`src/resampler_pkg.sv`:
```
`default_nettype none

package resampler_pkg;

    // datapath widths
    localparam int sample_w = 24;
    localparam int coef_w   = 16;
    localparam int num_ch   = 2;

    // coefficients are signed Q15
    localparam int coef_frac = 15;

    // default 2x upsampling setup, overridden from resample_top
    localparam int fir_depth_d      = 8;
    localparam int fir_depth_log2_d = 3;
    localparam int num_fir_d        = 2;
    localparam int num_fir_log2_d   = 1;
    localparam int decim_d          = 1;
    localparam int mult_latency_d   = 4;
    localparam int rb_len_log2_d    = 4;

    // per-channel engine FSM
    typedef enum logic [2:0] {
        st_idle,
        st_result,
        st_calc_pending,
        st_calc,
        st_next_fir
    } engine_state_e;

endpackage

`default_nettype wire

```
`src/ringbuf.sv`:
```
`timescale 1ns/10ps
`default_nettype none

module ringbuf #(
    parameter int RB_LEN_LOG2 = resampler_pkg::rb_len_log2_d
) (
    input  wire                                 clk,
    input  wire                                 rst,
    input  wire  [resampler_pkg::sample_w-1:0]  data_i,
    input  wire                                 we_i,
    input  wire                                 pop_i,
    input  wire  [RB_LEN_LOG2-1:0]              offset_i,
    output logic [resampler_pkg::sample_w-1:0]  data_o
);
    import resampler_pkg::*;

    localparam int depth = 2 ** RB_LEN_LOG2;

    logic [sample_w-1:0]    mem_q [depth];
    logic [RB_LEN_LOG2-1:0] wr_ptr_q;
    logic [RB_LEN_LOG2-1:0] rd_ptr_q;
    logic [RB_LEN_LOG2-1:0] rd_addr;

    always_ff @(posedge clk) begin
        if (rst) begin
            wr_ptr_q <= '0;
            rd_ptr_q <= '0;
            for (int i = 0; i < depth; i++) begin
                mem_q[i] <= '0;
            end
        end else begin
            if (we_i) begin
                mem_q[wr_ptr_q] <= data_i;
                wr_ptr_q        <= wr_ptr_q + 1'b1;
            end
            if (pop_i) begin
                rd_ptr_q <= rd_ptr_q + 1'b1;
            end
        end
    end

    // wraps naturally at the pointer width
    assign rd_addr = rd_ptr_q + offset_i;
    assign data_o  = mem_q[rd_addr];

endmodule

`default_nettype wire

```
`src/sample_input_bank.sv`:
```
`timescale 1ns/10ps
`default_nettype none

module sample_input_bank #(
    parameter int FIRDEPTH_LOG2 = resampler_pkg::fir_depth_log2_d,
    parameter int RB_LEN_LOG2   = resampler_pkg::rb_len_log2_d
) (
    input  wire                                 clk,
    input  wire                                 rst,
    input  wire  [resampler_pkg::sample_w-1:0]  sample_i,
    input  wire  [resampler_pkg::num_ch-1:0]    wr_i,
    input  wire  [resampler_pkg::num_ch-1:0]    rb_pop_i,
    input  wire  [FIRDEPTH_LOG2-1:0]            rb_offset_i [resampler_pkg::num_ch],
    output logic [resampler_pkg::sample_w-1:0]  rb_data_o [resampler_pkg::num_ch]
);
    import resampler_pkg::*;

    for (genvar c = 0; c < num_ch; c++) begin : g_rb
        logic [RB_LEN_LOG2-1:0] offset_ext;
        logic [sample_w-1:0]    wr_data;

        // tap offset only spans the filter, buffer is deeper
        assign offset_ext = RB_LEN_LOG2'(rb_offset_i[c]);

        // shared input bus, only the strobed channel sees the sample
        assign wr_data = wr_i[c] ? sample_i : '0;

        ringbuf #(
            .RB_LEN_LOG2(RB_LEN_LOG2)
        ) u_rb (
            .clk     (clk),
            .rst     (rst),
            .data_i  (wr_data),
            .we_i    (wr_i[c]),
            .pop_i   (rb_pop_i[c]),
            .offset_i(offset_ext),
            .data_o  (rb_data_o[c])
        );
    end

endmodule

`default_nettype wire

```
`src/fir_coef_rom.sv`:
```
`timescale 1ns/10ps
`default_nettype none

module fir_coef_rom #(
    parameter int FIRDEPTH_LOG2 = resampler_pkg::fir_depth_log2_d,
    parameter int NUM_FIR_LOG2  = resampler_pkg::num_fir_log2_d
) (
    input  wire         [NUM_FIR_LOG2+FIRDEPTH_LOG2-1:0] addr_i,
    output logic signed [resampler_pkg::coef_w-1:0]      data_o
);

    // address is {phase, tap}, each phase sums to 1.0 in Q15
    always_comb begin
        case (addr_i)
            // phase 0, tapered low-pass centred on tap 3
            0:  data_o = 16'sd256;
            1:  data_o = -16'sd1024;
            2:  data_o = 16'sd3072;
            3:  data_o = 16'sd28160;
            4:  data_o = 16'sd3072;
            5:  data_o = -16'sd1024;
            6:  data_o = 16'sd256;
            7:  data_o = 16'sd0;
            // phase 1, half-sample shift between taps 3 and 4
            8:  data_o = -16'sd512;
            9:  data_o = 16'sd2048;
            10: data_o = -16'sd5120;
            11: data_o = 16'sd19968;
            12: data_o = 16'sd19968;
            13: data_o = -16'sd5120;
            14: data_o = 16'sd2048;
            15: data_o = -16'sd512;
            default: data_o = '0;
        endcase
    end

endmodule

`default_nettype wire

```
`src/pipelined_multiplier.sv`:
```
`timescale 1ns/10ps
`default_nettype none

module pipelined_multiplier #(
    parameter int MULT_LATENCY = resampler_pkg::mult_latency_d
) (
    input  wire                                        clk,
    input  wire                                        rst,
    input  wire  signed [resampler_pkg::sample_w-1:0]  mpcand_i,
    input  wire  signed [resampler_pkg::coef_w-1:0]    mplier_i,
    output logic signed [resampler_pkg::sample_w-1:0]  mprod_o
);
    import resampler_pkg::*;

    logic signed [sample_w+coef_w-1:0] full_prod;
    logic signed [sample_w-1:0]        scaled;
    logic signed [sample_w-1:0]        stage_q [MULT_LATENCY];

    assign full_prod = mpcand_i * mplier_i;

    // drop the Q15 fraction and keep the low sample_w bits
    assign scaled = full_prod[coef_frac +: sample_w];

    always_ff @(posedge clk) begin
        if (rst) begin
            for (int i = 0; i < MULT_LATENCY; i++) begin
                stage_q[i] <= '0;
            end
        end else begin
            stage_q[0] <= scaled;
            for (int i = 1; i < MULT_LATENCY; i++) begin
                stage_q[i] <= stage_q[i-1];
            end
        end
    end

    assign mprod_o = stage_q[MULT_LATENCY-1];

endmodule

`default_nettype wire

```
`src/resampler_1ch.sv`:
```
`timescale 1ns/10ps
`default_nettype none

module resampler_1ch #(
    parameter int FIRDEPTH      = resampler_pkg::fir_depth_d,
    parameter int FIRDEPTH_LOG2 = resampler_pkg::fir_depth_log2_d,
    parameter int NUM_FIR       = resampler_pkg::num_fir_d,
    parameter int NUM_FIR_LOG2  = resampler_pkg::num_fir_log2_d,
    parameter int DECIM         = resampler_pkg::decim_d,
    parameter int MULT_LATENCY  = resampler_pkg::mult_latency_d
) (
    input  wire                                        clk,
    input  wire                                        rst,
    input  wire                                        shres_ready_i,
    // coefficient ROM
    output logic        [NUM_FIR_LOG2+FIRDEPTH_LOG2-1:0] bank_addr_o,
    input  wire  signed [resampler_pkg::coef_w-1:0]    bank_data_i,
    // shared multiplier
    output logic signed [resampler_pkg::sample_w-1:0]  mpcand_o,
    output logic signed [resampler_pkg::coef_w-1:0]    mplier_o,
    input  wire  signed [resampler_pkg::sample_w-1:0]  mprod_i,
    // ring buffer
    output logic                                       rb_pop_o,
    output logic        [FIRDEPTH_LOG2-1:0]            rb_offset_o,
    input  wire         [resampler_pkg::sample_w-1:0]  rb_data_i,
    // output request
    input  wire                                        pop_i,
    output logic        [resampler_pkg::sample_w-1:0]  data_o,
    output logic                                       ack_o
);
    import resampler_pkg::*;

    // load stage, multiplier stages, accumulate stage
    localparam int pipe_depth = 1 + MULT_LATENCY + 1;
    localparam int cnt_w      = $clog2(FIRDEPTH + pipe_depth);

    localparam logic [cnt_w-1:0] taps      = cnt_w'(FIRDEPTH);
    localparam logic [cnt_w-1:0] acc_first = cnt_w'(pipe_depth - 1);
    localparam logic [cnt_w-1:0] last_idx  = cnt_w'(FIRDEPTH + pipe_depth - 1);

    localparam logic [NUM_FIR_LOG2-1:0] last_phase = NUM_FIR_LOG2'(NUM_FIR - 1);
    localparam logic [NUM_FIR_LOG2-1:0] pop_step   = NUM_FIR_LOG2'(DECIM);
    localparam logic [NUM_FIR_LOG2-1:0] pop_thresh = NUM_FIR_LOG2'(NUM_FIR - DECIM);
    localparam logic [NUM_FIR_LOG2-1:0] pop_wrap   = NUM_FIR_LOG2'(DECIM - NUM_FIR);

    engine_state_e            state_q;
    logic [cnt_w-1:0]         depth_q;
    logic [NUM_FIR_LOG2-1:0]  phase_q;
    logic [NUM_FIR_LOG2-1:0]  pop_cnt_q;
    logic signed [sample_w-1:0] sample_q;
    logic signed [coef_w-1:0] coeff_q;
    logic signed [sample_w-1:0] result_q;
    logic                     pop_q;
    logic                     computing;

    assign computing = (state_q == st_calc);

    // zero outside st_calc so the merge can OR the channels together
    assign bank_addr_o = computing ? {phase_q, depth_q[FIRDEPTH_LOG2-1:0]} : '0;
    assign rb_offset_o = depth_q[FIRDEPTH_LOG2-1:0];

    // operand registers only hold data during the tap loads
    assign mpcand_o = sample_q;
    assign mplier_o = coeff_q;
    assign rb_pop_o = pop_q;

    always_ff @(posedge clk) begin
        if (rst) begin
            state_q   <= st_idle;
            depth_q   <= '0;
            phase_q   <= '0;
            pop_cnt_q <= '0;
            sample_q  <= '0;
            coeff_q   <= '0;
            result_q  <= '0;
            pop_q     <= 1'b0;
        end else begin
            pop_q    <= 1'b0;
            sample_q <= '0;
            coeff_q  <= '0;
            depth_q  <= '0;

            case (state_q)
                st_idle: begin
                    if (pop_i) begin
                        state_q <= st_result;
                    end
                end
                st_result: begin
                    // previous result is on data_o this cycle
                    result_q <= '0;
                    if (shres_ready_i) begin
                        state_q <= st_calc;
                    end else begin
                        state_q <= st_calc_pending;
                    end
                end
                st_calc_pending: begin
                    if (shres_ready_i) begin
                        state_q <= st_calc;
                    end
                end
                st_calc: begin
                    // stage 1, fetch one tap
                    if (depth_q < taps) begin
                        sample_q <= rb_data_i;
                        coeff_q  <= bank_data_i;
                    end
                    // last stage, product of tap (depth_q - acc_first) arrives
                    if (depth_q >= acc_first && depth_q < last_idx) begin
                        result_q <= result_q + mprod_i;
                    end
                    if (depth_q == last_idx) begin
                        state_q <= st_next_fir;
                    end else begin
                        depth_q <= depth_q + 1'b1;
                    end
                end
                st_next_fir: begin
                    if (phase_q == last_phase) begin
                        phase_q <= '0;
                    end else begin
                        phase_q <= phase_q + 1'b1;
                    end

                    // advance the input once a full sample has been consumed
                    if (pop_cnt_q >= pop_thresh) begin
                        pop_cnt_q <= pop_cnt_q + pop_wrap;
                        pop_q     <= 1'b1;
                    end else begin
                        pop_cnt_q <= pop_cnt_q + pop_step;
                    end

                    state_q <= st_idle;
                end
                default: begin
                    state_q <= st_idle;
                end
            endcase
        end
    end

    assign ack_o  = (state_q == st_result);
    assign data_o = ack_o ? result_q : '0;

endmodule

`default_nettype wire

```
`src/shared_resource_merge.sv`:
```
`timescale 1ns/10ps
`default_nettype none

module shared_resource_merge #(
    parameter int FIRDEPTH_LOG2 = resampler_pkg::fir_depth_log2_d,
    parameter int NUM_FIR_LOG2  = resampler_pkg::num_fir_log2_d
) (
    input  wire                                  clk,
    input  wire                                  rst,
    input  wire  [resampler_pkg::num_ch-1:0]     pop_i,
    input  wire                                  mult_ready_i,
    input  wire  [NUM_FIR_LOG2+FIRDEPTH_LOG2-1:0] bank_addr_i [resampler_pkg::num_ch],
    input  wire  [resampler_pkg::sample_w-1:0]   mpcand_i [resampler_pkg::num_ch],
    input  wire  [resampler_pkg::coef_w-1:0]     mplier_i [resampler_pkg::num_ch],
    input  wire  [resampler_pkg::sample_w-1:0]   data_i [resampler_pkg::num_ch],
    input  wire  [resampler_pkg::num_ch-1:0]     ack_i,
    output logic [resampler_pkg::num_ch-1:0]     shres_ready_o,
    output logic [NUM_FIR_LOG2+FIRDEPTH_LOG2-1:0] bank_addr_o,
    output logic [resampler_pkg::sample_w-1:0]   mpcand_o,
    output logic [resampler_pkg::coef_w-1:0]     mplier_o,
    output logic [resampler_pkg::sample_w-1:0]   data_o,
    output logic [resampler_pkg::num_ch-1:0]     ack_o
);
    import resampler_pkg::*;

    logic owner_q;

    // last popped channel owns ROM and multiplier, channel 0 wins a tie
    always_ff @(posedge clk) begin
        if (rst) begin
            owner_q <= 1'b0;
        end else if (pop_i[0]) begin
            owner_q <= 1'b0;
        end else if (pop_i[1]) begin
            owner_q <= 1'b1;
        end
    end

    // idle engines drive zeros, so a plain OR selects the active one
    always_comb begin
        bank_addr_o   = '0;
        mpcand_o      = '0;
        mplier_o      = '0;
        data_o        = '0;
        shres_ready_o = '0;
        for (int c = 0; c < num_ch; c++) begin
            bank_addr_o      = bank_addr_o | bank_addr_i[c];
            mpcand_o         = mpcand_o | mpcand_i[c];
            mplier_o         = mplier_o | mplier_i[c];
            data_o           = data_o | data_i[c];
            shres_ready_o[c] = mult_ready_i && (owner_q == 1'(c));
        end
    end

    assign ack_o = ack_i;

endmodule

`default_nettype wire

```
`src/resample_top.sv`:
```
`timescale 1ns/10ps
`default_nettype none

module resample_top #(
    parameter int FIRDEPTH      = resampler_pkg::fir_depth_d,
    parameter int FIRDEPTH_LOG2 = resampler_pkg::fir_depth_log2_d,
    parameter int NUM_FIR       = resampler_pkg::num_fir_d,
    parameter int NUM_FIR_LOG2  = resampler_pkg::num_fir_log2_d,
    parameter int DECIM         = resampler_pkg::decim_d,
    parameter int MULT_LATENCY  = resampler_pkg::mult_latency_d,
    parameter int RB_LEN_LOG2   = resampler_pkg::rb_len_log2_d
) (
    input  wire                                 clk,
    input  wire                                 rst,
    input  wire  [resampler_pkg::sample_w-1:0]  sample_i,
    input  wire  [resampler_pkg::num_ch-1:0]    wr_i,
    input  wire  [resampler_pkg::num_ch-1:0]    pop_i,
    output logic [resampler_pkg::sample_w-1:0]  data_o,
    output logic [resampler_pkg::num_ch-1:0]    ack_o
);
    import resampler_pkg::*;

    localparam int addr_w = NUM_FIR_LOG2 + FIRDEPTH_LOG2;

    // input bank side
    logic [num_ch-1:0]        rb_pop;
    logic [FIRDEPTH_LOG2-1:0] rb_offset [num_ch];
    logic [sample_w-1:0]      rb_data [num_ch];

    // per-engine signals into the merge
    logic [addr_w-1:0]        eng_addr [num_ch];
    logic [sample_w-1:0]      eng_mpcand [num_ch];
    logic [coef_w-1:0]        eng_mplier [num_ch];
    logic [sample_w-1:0]      eng_data [num_ch];
    logic [num_ch-1:0]        eng_ack;
    logic [num_ch-1:0]        shres_ready;

    // shared resources
    logic [addr_w-1:0]        rom_addr;
    logic [coef_w-1:0]        rom_data;
    logic [sample_w-1:0]      mpcand;
    logic [coef_w-1:0]        mplier;
    logic [sample_w-1:0]      mprod;
    logic                     mult_ready;

    // multiplier accepts operands every cycle
    assign mult_ready = 1'b1;

    sample_input_bank #(
        .FIRDEPTH_LOG2(FIRDEPTH_LOG2),
        .RB_LEN_LOG2  (RB_LEN_LOG2)
    ) u_bank (
        .clk        (clk),
        .rst        (rst),
        .sample_i   (sample_i),
        .wr_i       (wr_i),
        .rb_pop_i   (rb_pop),
        .rb_offset_i(rb_offset),
        .rb_data_o  (rb_data)
    );

    for (genvar c = 0; c < num_ch; c++) begin : g_eng
        resampler_1ch #(
            .FIRDEPTH     (FIRDEPTH),
            .FIRDEPTH_LOG2(FIRDEPTH_LOG2),
            .NUM_FIR      (NUM_FIR),
            .NUM_FIR_LOG2 (NUM_FIR_LOG2),
            .DECIM        (DECIM),
            .MULT_LATENCY (MULT_LATENCY)
        ) u_eng (
            .clk          (clk),
            .rst          (rst),
            .shres_ready_i(shres_ready[c]),
            .bank_addr_o  (eng_addr[c]),
            .bank_data_i  (rom_data),
            .mpcand_o     (eng_mpcand[c]),
            .mplier_o     (eng_mplier[c]),
            .mprod_i      (mprod),
            .rb_pop_o     (rb_pop[c]),
            .rb_offset_o  (rb_offset[c]),
            .rb_data_i    (rb_data[c]),
            .pop_i        (pop_i[c]),
            .data_o       (eng_data[c]),
            .ack_o        (eng_ack[c])
        );
    end

    shared_resource_merge #(
        .FIRDEPTH_LOG2(FIRDEPTH_LOG2),
        .NUM_FIR_LOG2 (NUM_FIR_LOG2)
    ) u_merge (
        .clk          (clk),
        .rst          (rst),
        .pop_i        (pop_i),
        .mult_ready_i (mult_ready),
        .bank_addr_i  (eng_addr),
        .mpcand_i     (eng_mpcand),
        .mplier_i     (eng_mplier),
        .data_i       (eng_data),
        .ack_i        (eng_ack),
        .shres_ready_o(shres_ready),
        .bank_addr_o  (rom_addr),
        .mpcand_o     (mpcand),
        .mplier_o     (mplier),
        .data_o       (data_o),
        .ack_o        (ack_o)
    );

    fir_coef_rom #(
        .FIRDEPTH_LOG2(FIRDEPTH_LOG2),
        .NUM_FIR_LOG2 (NUM_FIR_LOG2)
    ) u_rom (
        .addr_i(rom_addr),
        .data_o(rom_data)
    );

    pipelined_multiplier #(
        .MULT_LATENCY(MULT_LATENCY)
    ) u_mult (
        .clk     (clk),
        .rst     (rst),
        .mpcand_i(mpcand),
        .mplier_i(mplier),
        .mprod_o (mprod)
    );

endmodule

`default_nettype wire

```
`config.mk`:
```
export PLATFORM = sky130hd
export DESIGN_NAME = resample_top
export DESIGN_NICKNAME = d
export VERILOG_FILES = /design/src/resampler_pkg.sv /design/src/ringbuf.sv /design/src/sample_input_bank.sv /design/src/fir_coef_rom.sv /design/src/pipelined_multiplier.sv /design/src/resampler_1ch.sv /design/src/shared_resource_merge.sv /design/src/resample_top.sv
export SDC_FILE = /design/constraint.sdc
export NUM_CORES = 2
export LEC_CHECK = 0
export BUFFER_PORTS_ARGS = -buffer_cell sky130_fd_sc_hd__buf_2
export CAP_MARGIN = 20
export CORE_ASPECT_RATIO = 0.7
export CORE_MARGIN = 1.5
export CORE_UTILIZATION = 25
export DETAILED_ROUTE_END_ITERATION = 10
export SLEW_MARGIN = 30
export SYNTH_ARGS = -nofsm -noshare
export SYNTH_HDL_FRONTEND = slang
export SYNTH_HIERARCHICAL = 1
export SYNTH_SLANG_ARGS = --single-unit
```
`constraint.sdc`:
```
create_clock -name clk -period 7.62 [get_ports clk]
set_input_delay 1.143 -clock clk [delete_from_list [all_inputs] [get_ports clk]]
set_output_delay 1.143 -clock clk [all_outputs]
set_load 0.05 [all_outputs]
```
After elaboration in Yosys (flattened, before gate mapping)
Memory sizes are Yosys's and may differ from the RTL's. A register that Yosys moved wholly into a read port is not among the register bits.
Index checks and enable logic that the tools add are counted.

operators by class
  add/sub/neg operators = 14
  multiply operators = 1
  $lt $le $gt $ge = 8
  equal/unequal tests = 18
  mux-type cells = 43
  bitwise operators = 14
  reductions and logical operators = 19

operator list
  cell                   count
  $mux W24               12
  $pmux W24 S2           2
  $add A24 B24 Y24       2
  $or A24 B24 Y24        2
  $reduce_or A24 Y1      2
  $mul A24 B16 Y39       1
  $add A4 B1 Y4 const B  6
  $pmux W3 S4            2
  $mux W3                6
  $mux W1                17
  $lt A4 B4 Y1 const B   4
  $mux W4                4
  $or A16 B16 Y16        1
  $ne A2 B2 Y1 const B   7
  $eq A3 B2 Y1 const B   4
  $reduce_or A3 Y1       4
  $add A4 B3 Y4          2
  $eq A4 B4 Y1 const B   2
  $ge A4 B3 Y1 const B   2
  $eq A3 B1 Y1 const B   2
  $eq A3 B3 Y1 const B   2
  $logic_not A3 Y1       2
  $not A1 Y1             6
  $reduce_and A3 Y1      2
  other kinds (9)        21

storage, ports and cells
  register bits after elaboration = 117
  bits in writable memories = 864
  memory bits (read-only) = 128
  bits of input ports = 30
  output and inout port bits = 26
  word-level logic and storage cells = 140
  memories kept = 4

memory list
  memory                     words  bits a word  rd ports  clocked after Yosys merged registers in  wr ports  RTL line                    RTL
  u_bank.g_rb[0].u_rb.mem_q  16     24           1         1                                        16        ringbuf.sv:19               logic [sample_w-1:0] mem_q [depth];
  u_bank.g_rb[1].u_rb.mem_q  16     24           1         1                                        16        ringbuf.sv:19
  (name not given)           16     8            1         0                                        0         fir_coef_rom.sv:14          case (addr_i)
  u_mult.stage_q             4      24           4         0                                        4         pipelined_multiplier.sv:17  logic signed [sample_w-1:0] stage_q [MULT_LATENCY];

Logic depth before layout (Yosys ltp)
  depth in word-level cells = 5
  gate-level depth with buffers = 24
  depth with buffers taken out = 23

Hierarchy
The synthesis kept the hierarchy.

by module, submodules not included
  module                           times used  cells an instance  area an instance (um^2)  sequential area each (um^2)
  ringbuf at u_bank.g_rb[1].u_rb   1           1236               18497.7                  11691.2
  ringbuf at u_bank.g_rb[0].u_rb   1           1236               18492.7                  11691.2
  pipelined_multiplier             1           1747               16052.9                  1921.8
  resampler_1ch at g_eng[1].u_eng  1           414                3734.8                   1481.4
  resampler_1ch at g_eng[0].u_eng  1           398                3671.0                   1481.4
  shared_resource_merge            1           75                 488.0                    20.0
  sample_input_bank                1           53                 359.1                    0.0
  fir_coef_rom                     1           41                 346.6                    0.0
  resample_top                     1           1                  3.8                      0.0

Worst setup path after synthesis
No wires, ideal clock.

  kind = flip-flop to flip-flop
  start = register g_eng[1].u_eng.coeff_q[15]
  end = memory u_mult.stage_q[0][19]
  setup time = 0.121 ns
  arrival time = 6.325 ns
  data required time = 7.499 ns
  path slack = 1.174 ns
  cell stages (with the launch flop) = 22
  path buffers = 1
  cell sequence = dfxtp_1 -> or2_1 -> clkinv_1 -> clkbuf_1 -> nor2_1 -> fa_1 -> inv_1 -> fa_1 -> inv_1 -> fa_1 -> fa_1 -> fa_1 -> inv_1 -> fa_1 -> inv_1 -> ha_1 -> and4_1 -> a221o_1 -> or3_1 -> o21ai_1 -> o21ba_2 -> mux2_2

RTL lines
  what                    RTL line                    RTL
  start, declared         resampler_1ch.sv:51         logic signed [coef_w-1:0] coeff_q;
  start signal, assigned  resampler_1ch.sv:107        coeff_q <= bank_data_i;
  end, declared           pipelined_multiplier.sv:17

==> reports/results.ini <==
[worst_setup_path]
crit_slowest_cell = sky130_fd_sc_hd__or2_1
crit_path_frequent_cell = sky130_fd_sc_hd__fa_1
end_kind = flop
timing.reg2reg.worst_path_depth = 20
crit_path_max_fanout = 16
setup.worst_path.start_class = flop
cpPeakStageDelay_ps = 630
regToRegStartpoint = g_eng[1].u_eng/mpcand_o[5]$_SDFF_PP0_
critical_path.cell_chain = or2_1, and2_1, fa_1, inv_1, fa_1, fa_1, fa_1, inv_1, fa_1, inv_1, fa_1, inv_1, ha_1, a21oi_1, o211ai_1, o21ai_1, a31oi_1, or3_1, a31oi_1, mux2_2
worst_ep_arrival_time_ps = 7650
timing.critical_path.required_ps = 8240
rrSetupSlack_ps = 590
criticalPathCategory = reg -> reg
worstReg2RegEnd = u_mult/stage_q[0][9]$_SDFF_PP0_

[final_layout]
finalNetCount = 5587
layout-area-overhead-vs-synth_pct = 11.2
final_cell_area_mm2 = 0.0686
ratio_of_cells_with_drive_above_1_in_the_final_layout_pct = 10.4

[logic_synthesis]
ys_top_cells_by_count = sky130_fd_sc_hd__and3_1 (806), sky130_fd_sc_hd__edfxtp_1 (768), sky130_fd_sc_hd__inv_1 (475)
netlist_instances = 5201
async_reset_ff_share_pct = 0
synth_simple_gate_area_share_pct = 17.8
postSynthRegisterBits = 1029
yosysTopAreaCellShare_pct = 37.4
synthDominantAreaCellType = sky130_fd_sc_hd__edfxtp_1
top_count_cell_post_synth = sky130_fd_sc_hd__and3_1
synth_compound_area_share_pct = 5.47
synth_adder_area_share_pct = 15.5
yosys-top-cells-area = sky130_fd_sc_hd__edfxtp_1 (37%), sky130_fd_sc_hd__fa_1 (12%), sky130_fd_sc_hd__dfxtp_1 (8.5%), sky130_fd_sc_hd__and3_1 (8.2%), sky130_fd_sc_hd__mux4_2 (4.7%)
dominantRegCellSynth = sky130_fd_sc_hd__edfxtp_1
seq_area_frac_synth_pct = 45.9
ys_types = 88
synth_top_family_by_area = simple AND/OR/NAND/NOR gates
share_of_cell_area_taken_by_muxes_after_synthesis_pct = 7.81
synth-warning-count = 6
synthesis.area_per_instance_um2 = 11.9
yosys.area_share.xor_xnor_pct = 1.21
post_synth_instance_area_mm2 = 0.0616
synth-edff-count = 768

[cts]
post_cts_resized = 0
cts_tree = done
clockRootBuffer = sky130_fd_sc_hd__clkbuf_16
cts_hold_repair.buffers = 0
ctsLongestPathBuffers = 3
clk_pin_slew_ps = 60
cts_made_buffers = 108
cts_post_setup_buffers_inserted = 0
clock_insertion_delay_worst_skew_ps = 770
clkSinkCount = 1029
cts_h_tree_depth = 3

[timing]
grt_setup_unrepaired = no
slew_headroom_pct = 25.9
timing.clock.skew_ps = 66.0
worst_pin_slew_ps = 1110
maximum_clock_frequency_mhz = 142
fin_crit_sh_pct = 92.3
timing_hold_violations_final = 0
clock_period_minus_final_worst_setup_slack_ps = 7030
final-max-slew-violation-count = 0
fin_tns_setup_ps = 0
report.final.setup_viol = 0
holdWs_ps = 417

[floorplan]
fp.dieArea_mm2 = 0.250
die_w_um = 597
core_mm2 = 0.245
dieHeight_um = 418
placementRows = 152
starting_density_of_the_core_pct = 25.1
ios = 56

[pwr]
power_leakage_nw = 29.9
power_density_mw_per_mm2 = 182
cell_internal_pwr_w = 0.00945
vdd_drop_max_v = 0.000218
power.share.combinational_pct = 6.4
switchingPower_w = 0.00303
clock_network_power_share_pct = 43.8
power.switching_fraction_pct = 24.3
seq_power_share_pct = 49.8

[global_routing]
wire_length_of_the_first_global_routing_pass_um = 263000
grt_max_degree = 111
grt_overflow_total = 0
number_of_antenna_violations_at_the_first_check_in_global_routing = 16
via_count_of_the_first_global_routing_pass = 41100
grt_util_all_layers_pct = 13.7

[detailed_routing]
residual_drc_count = 0
detail_route.iter0.violations = 4150
detail_route.wl_per_cell_um = 20.8
final_antenna_net_count = 0
drt_wl_total_um = 174000
routed_via_density = 4.84
firstDrtPassIters = 6
routed-via-count = 40400

[place]
place_hpwl_um = 109000
detailed_place.area_mm2 = 0.0648
port-buffer-count = 55
gp_congestion = 0.876

[outcome]
outcome = completed

[hold_path]
holdCritPathClass = reg -> reg
timing.hold.worst_path_depth = 1
holdCritStartpoint = u_mult/stage_q[1][5]$_SDFF_PP0_
worst_hold_path.endpoint = u_mult/stage_q[2][5]$_SDFF_PP0_

[run]
maxCapViolations = 0

==> layout by cell type, fill, tap and decap left out, types with 16 or more instances in the layout <==
cell                          n
sky130_fd_sc_hd__and3_1     804
sky130_fd_sc_hd__edfxtp_1   768
sky130_fd_sc_hd__inv_1      475
sky130_fd_sc_hd__fa_1       369
sky130_fd_sc_hd__nand2_1    356
sky130_fd_sc_hd__and2_1     307
sky130_fd_sc_hd__dfxtp_1    261
sky130_fd_sc_hd__ha_1       158
sky130_fd_sc_hd__mux4_2     130
sky130_fd_sc_hd__nor2_1     113
sky130_fd_sc_hd__clkbuf_16  109
sky130_fd_sc_hd__o211ai_1   104
sky130_fd_sc_hd__buf_4       91
sky130_fd_sc_hd__nand3_1     89
sky130_fd_sc_hd__nor2b_1     88
sky130_fd_sc_hd__a21oi_1     83
sky130_fd_sc_hd__mux4_1      64
sky130_fd_sc_hd__or2_1       64
sky130_fd_sc_hd__a21o_1      55
sky130_fd_sc_hd__a211o_1     54
sky130_fd_sc_hd__buf_2       54
sky130_fd_sc_hd__xnor2_1     53
sky130_fd_sc_hd__xor2_1      28
sky130_fd_sc_hd__o21ai_0     26
sky130_fd_sc_hd__a22o_1      26
sky130_fd_sc_hd__nor3_1      22
sky130_fd_sc_hd__clkinv_1    20
sky130_fd_sc_hd__clkbuf_1    19
sky130_fd_sc_hd__clkinv_2    16
==> power groups by stage <==
stage               combinational (W)  clock (W)  sequential [W]
finish                       0.000795    0.00547         0.00622
global route                 0.000839    0.00578         0.00623
CTS                          0.000790    0.00556         0.00622
detailed placement           0.000788          0         0.00634
global placement             0.000780          0         0.00633
floorplan                    0.000464          0         0.00632
==> stage by stage <==
stage	setup WS (ps)	std cells	power, W	utilization (%)
after detailed placement	728	8140	0.00713	26.4
after floorplan	1170	5210	0.00678	-
after global routing	421	8345	0.0129	28.0
after CTS	711	8343	0.0126	28.0
after global placement	800	8137	0.00711	26.4
final	589	8346	0.0125	28.0
==> metal layers <==
layer  wire [µm]  GRT usage [%]  share of wire [%]  vias to the layer above
li1            -              -                  -                    17800
met1       77900           19.5                 45                    20600
met2       77500           21.4                 45                     1727
met3       14800           2.60                8.5                      215
met4        3760           3.38                2.2                        4
met5          26              0              0.015                        -
==> logic make-up (layout without fill, tap and decap cells) <==
family	after synthesis	after routing
flip-flops	1029	1029
adder cells (fa/ha/maj)	539	539
other	3	13
multiplexers	213	213
buffers and inverters	930	831
XOR/XNOR	85	85
AND/OR/NAND/NOR	1942	1942
AO/OA/AOI/OAI	460	460
==> critical path: cells and delay by family (launching register included) <==
kind	cells	cell delay, ps
compound gates	5	1170
simple gates	3	1490
fa+ha+maj	7	3350
flops	1	290
buf+inv	4	210
mux	1	360
==> worst max path at each step <==
stage | startpoint | endpoint | slack [ps] | cells after the start
6_report | g_eng[1].u_eng/mpcand_o[5]$_SDFF_PP0_ | u_mult/stage_q[0][9]$_SDFF_PP0_ | 590 | 20
5_1_grt | g_eng[1].u_eng/mplier_o[4]$_SDFF_PP0_ | u_mult/stage_q[0][9]$_SDFF_PP0_ | 420 | 21
4_1_cts | g_eng[1].u_eng/mplier_o[5]$_SDFF_PP0_ | u_mult/stage_q[0][9]$_SDFF_PP0_ | 710 | 20
3_5_place_dp | g_eng[1].u_eng/mplier_o[4]$_SDFF_PP0_ | u_mult/stage_q[0][9]$_SDFF_PP0_ | 730 | 21
3_3_place_gp | g_eng[1].u_eng/mplier_o[5]$_SDFF_PP0_ | u_mult/stage_q[0][9]$_SDFF_PP0_ | 800 | 20
2_1_floorplan | g_eng[1].u_eng/mplier_o[15]$_SDFF_PP0_ | u_mult/stage_q[0][19]$_SDFF_PP0_ | 1170 | 21
==> flip-flops by register name, indices dropped and copies added (netlist names) <==
name                       cells
u_bank/g_rb.u_rb/rd_ptr_q      8
g_eng.u_eng/rb_pop_o           2
u_bank/g_rb.u_rb/wr_ptr_q      8
g_eng.u_eng/state_q            6
u_mult/stage_q                96
g_eng.u_eng/pop_cnt_q          2
g_eng.u_eng/mpcand_o          48
g_eng.u_eng/phase_q            2
g_eng.u_eng/result_q          48
g_eng.u_eng/mplier_o          32
u_bank/g_rb.u_rb/mem_q       768
g_eng.u_eng/depth_q            8
u_merge/owner_q                1
==> cell type report <==
type                    instances  area, µm²
diodes                          1       2.50
clock buffers                 133       2870
clock inverters                70        813
fillers                     25000     177000
inverters                     477       1790
multi-input cells            3251      29700
flip-flops and latches       1029      28300
well taps                    3234       4050
repair buffers                151       1060
(Power assumes the default switching activity.)
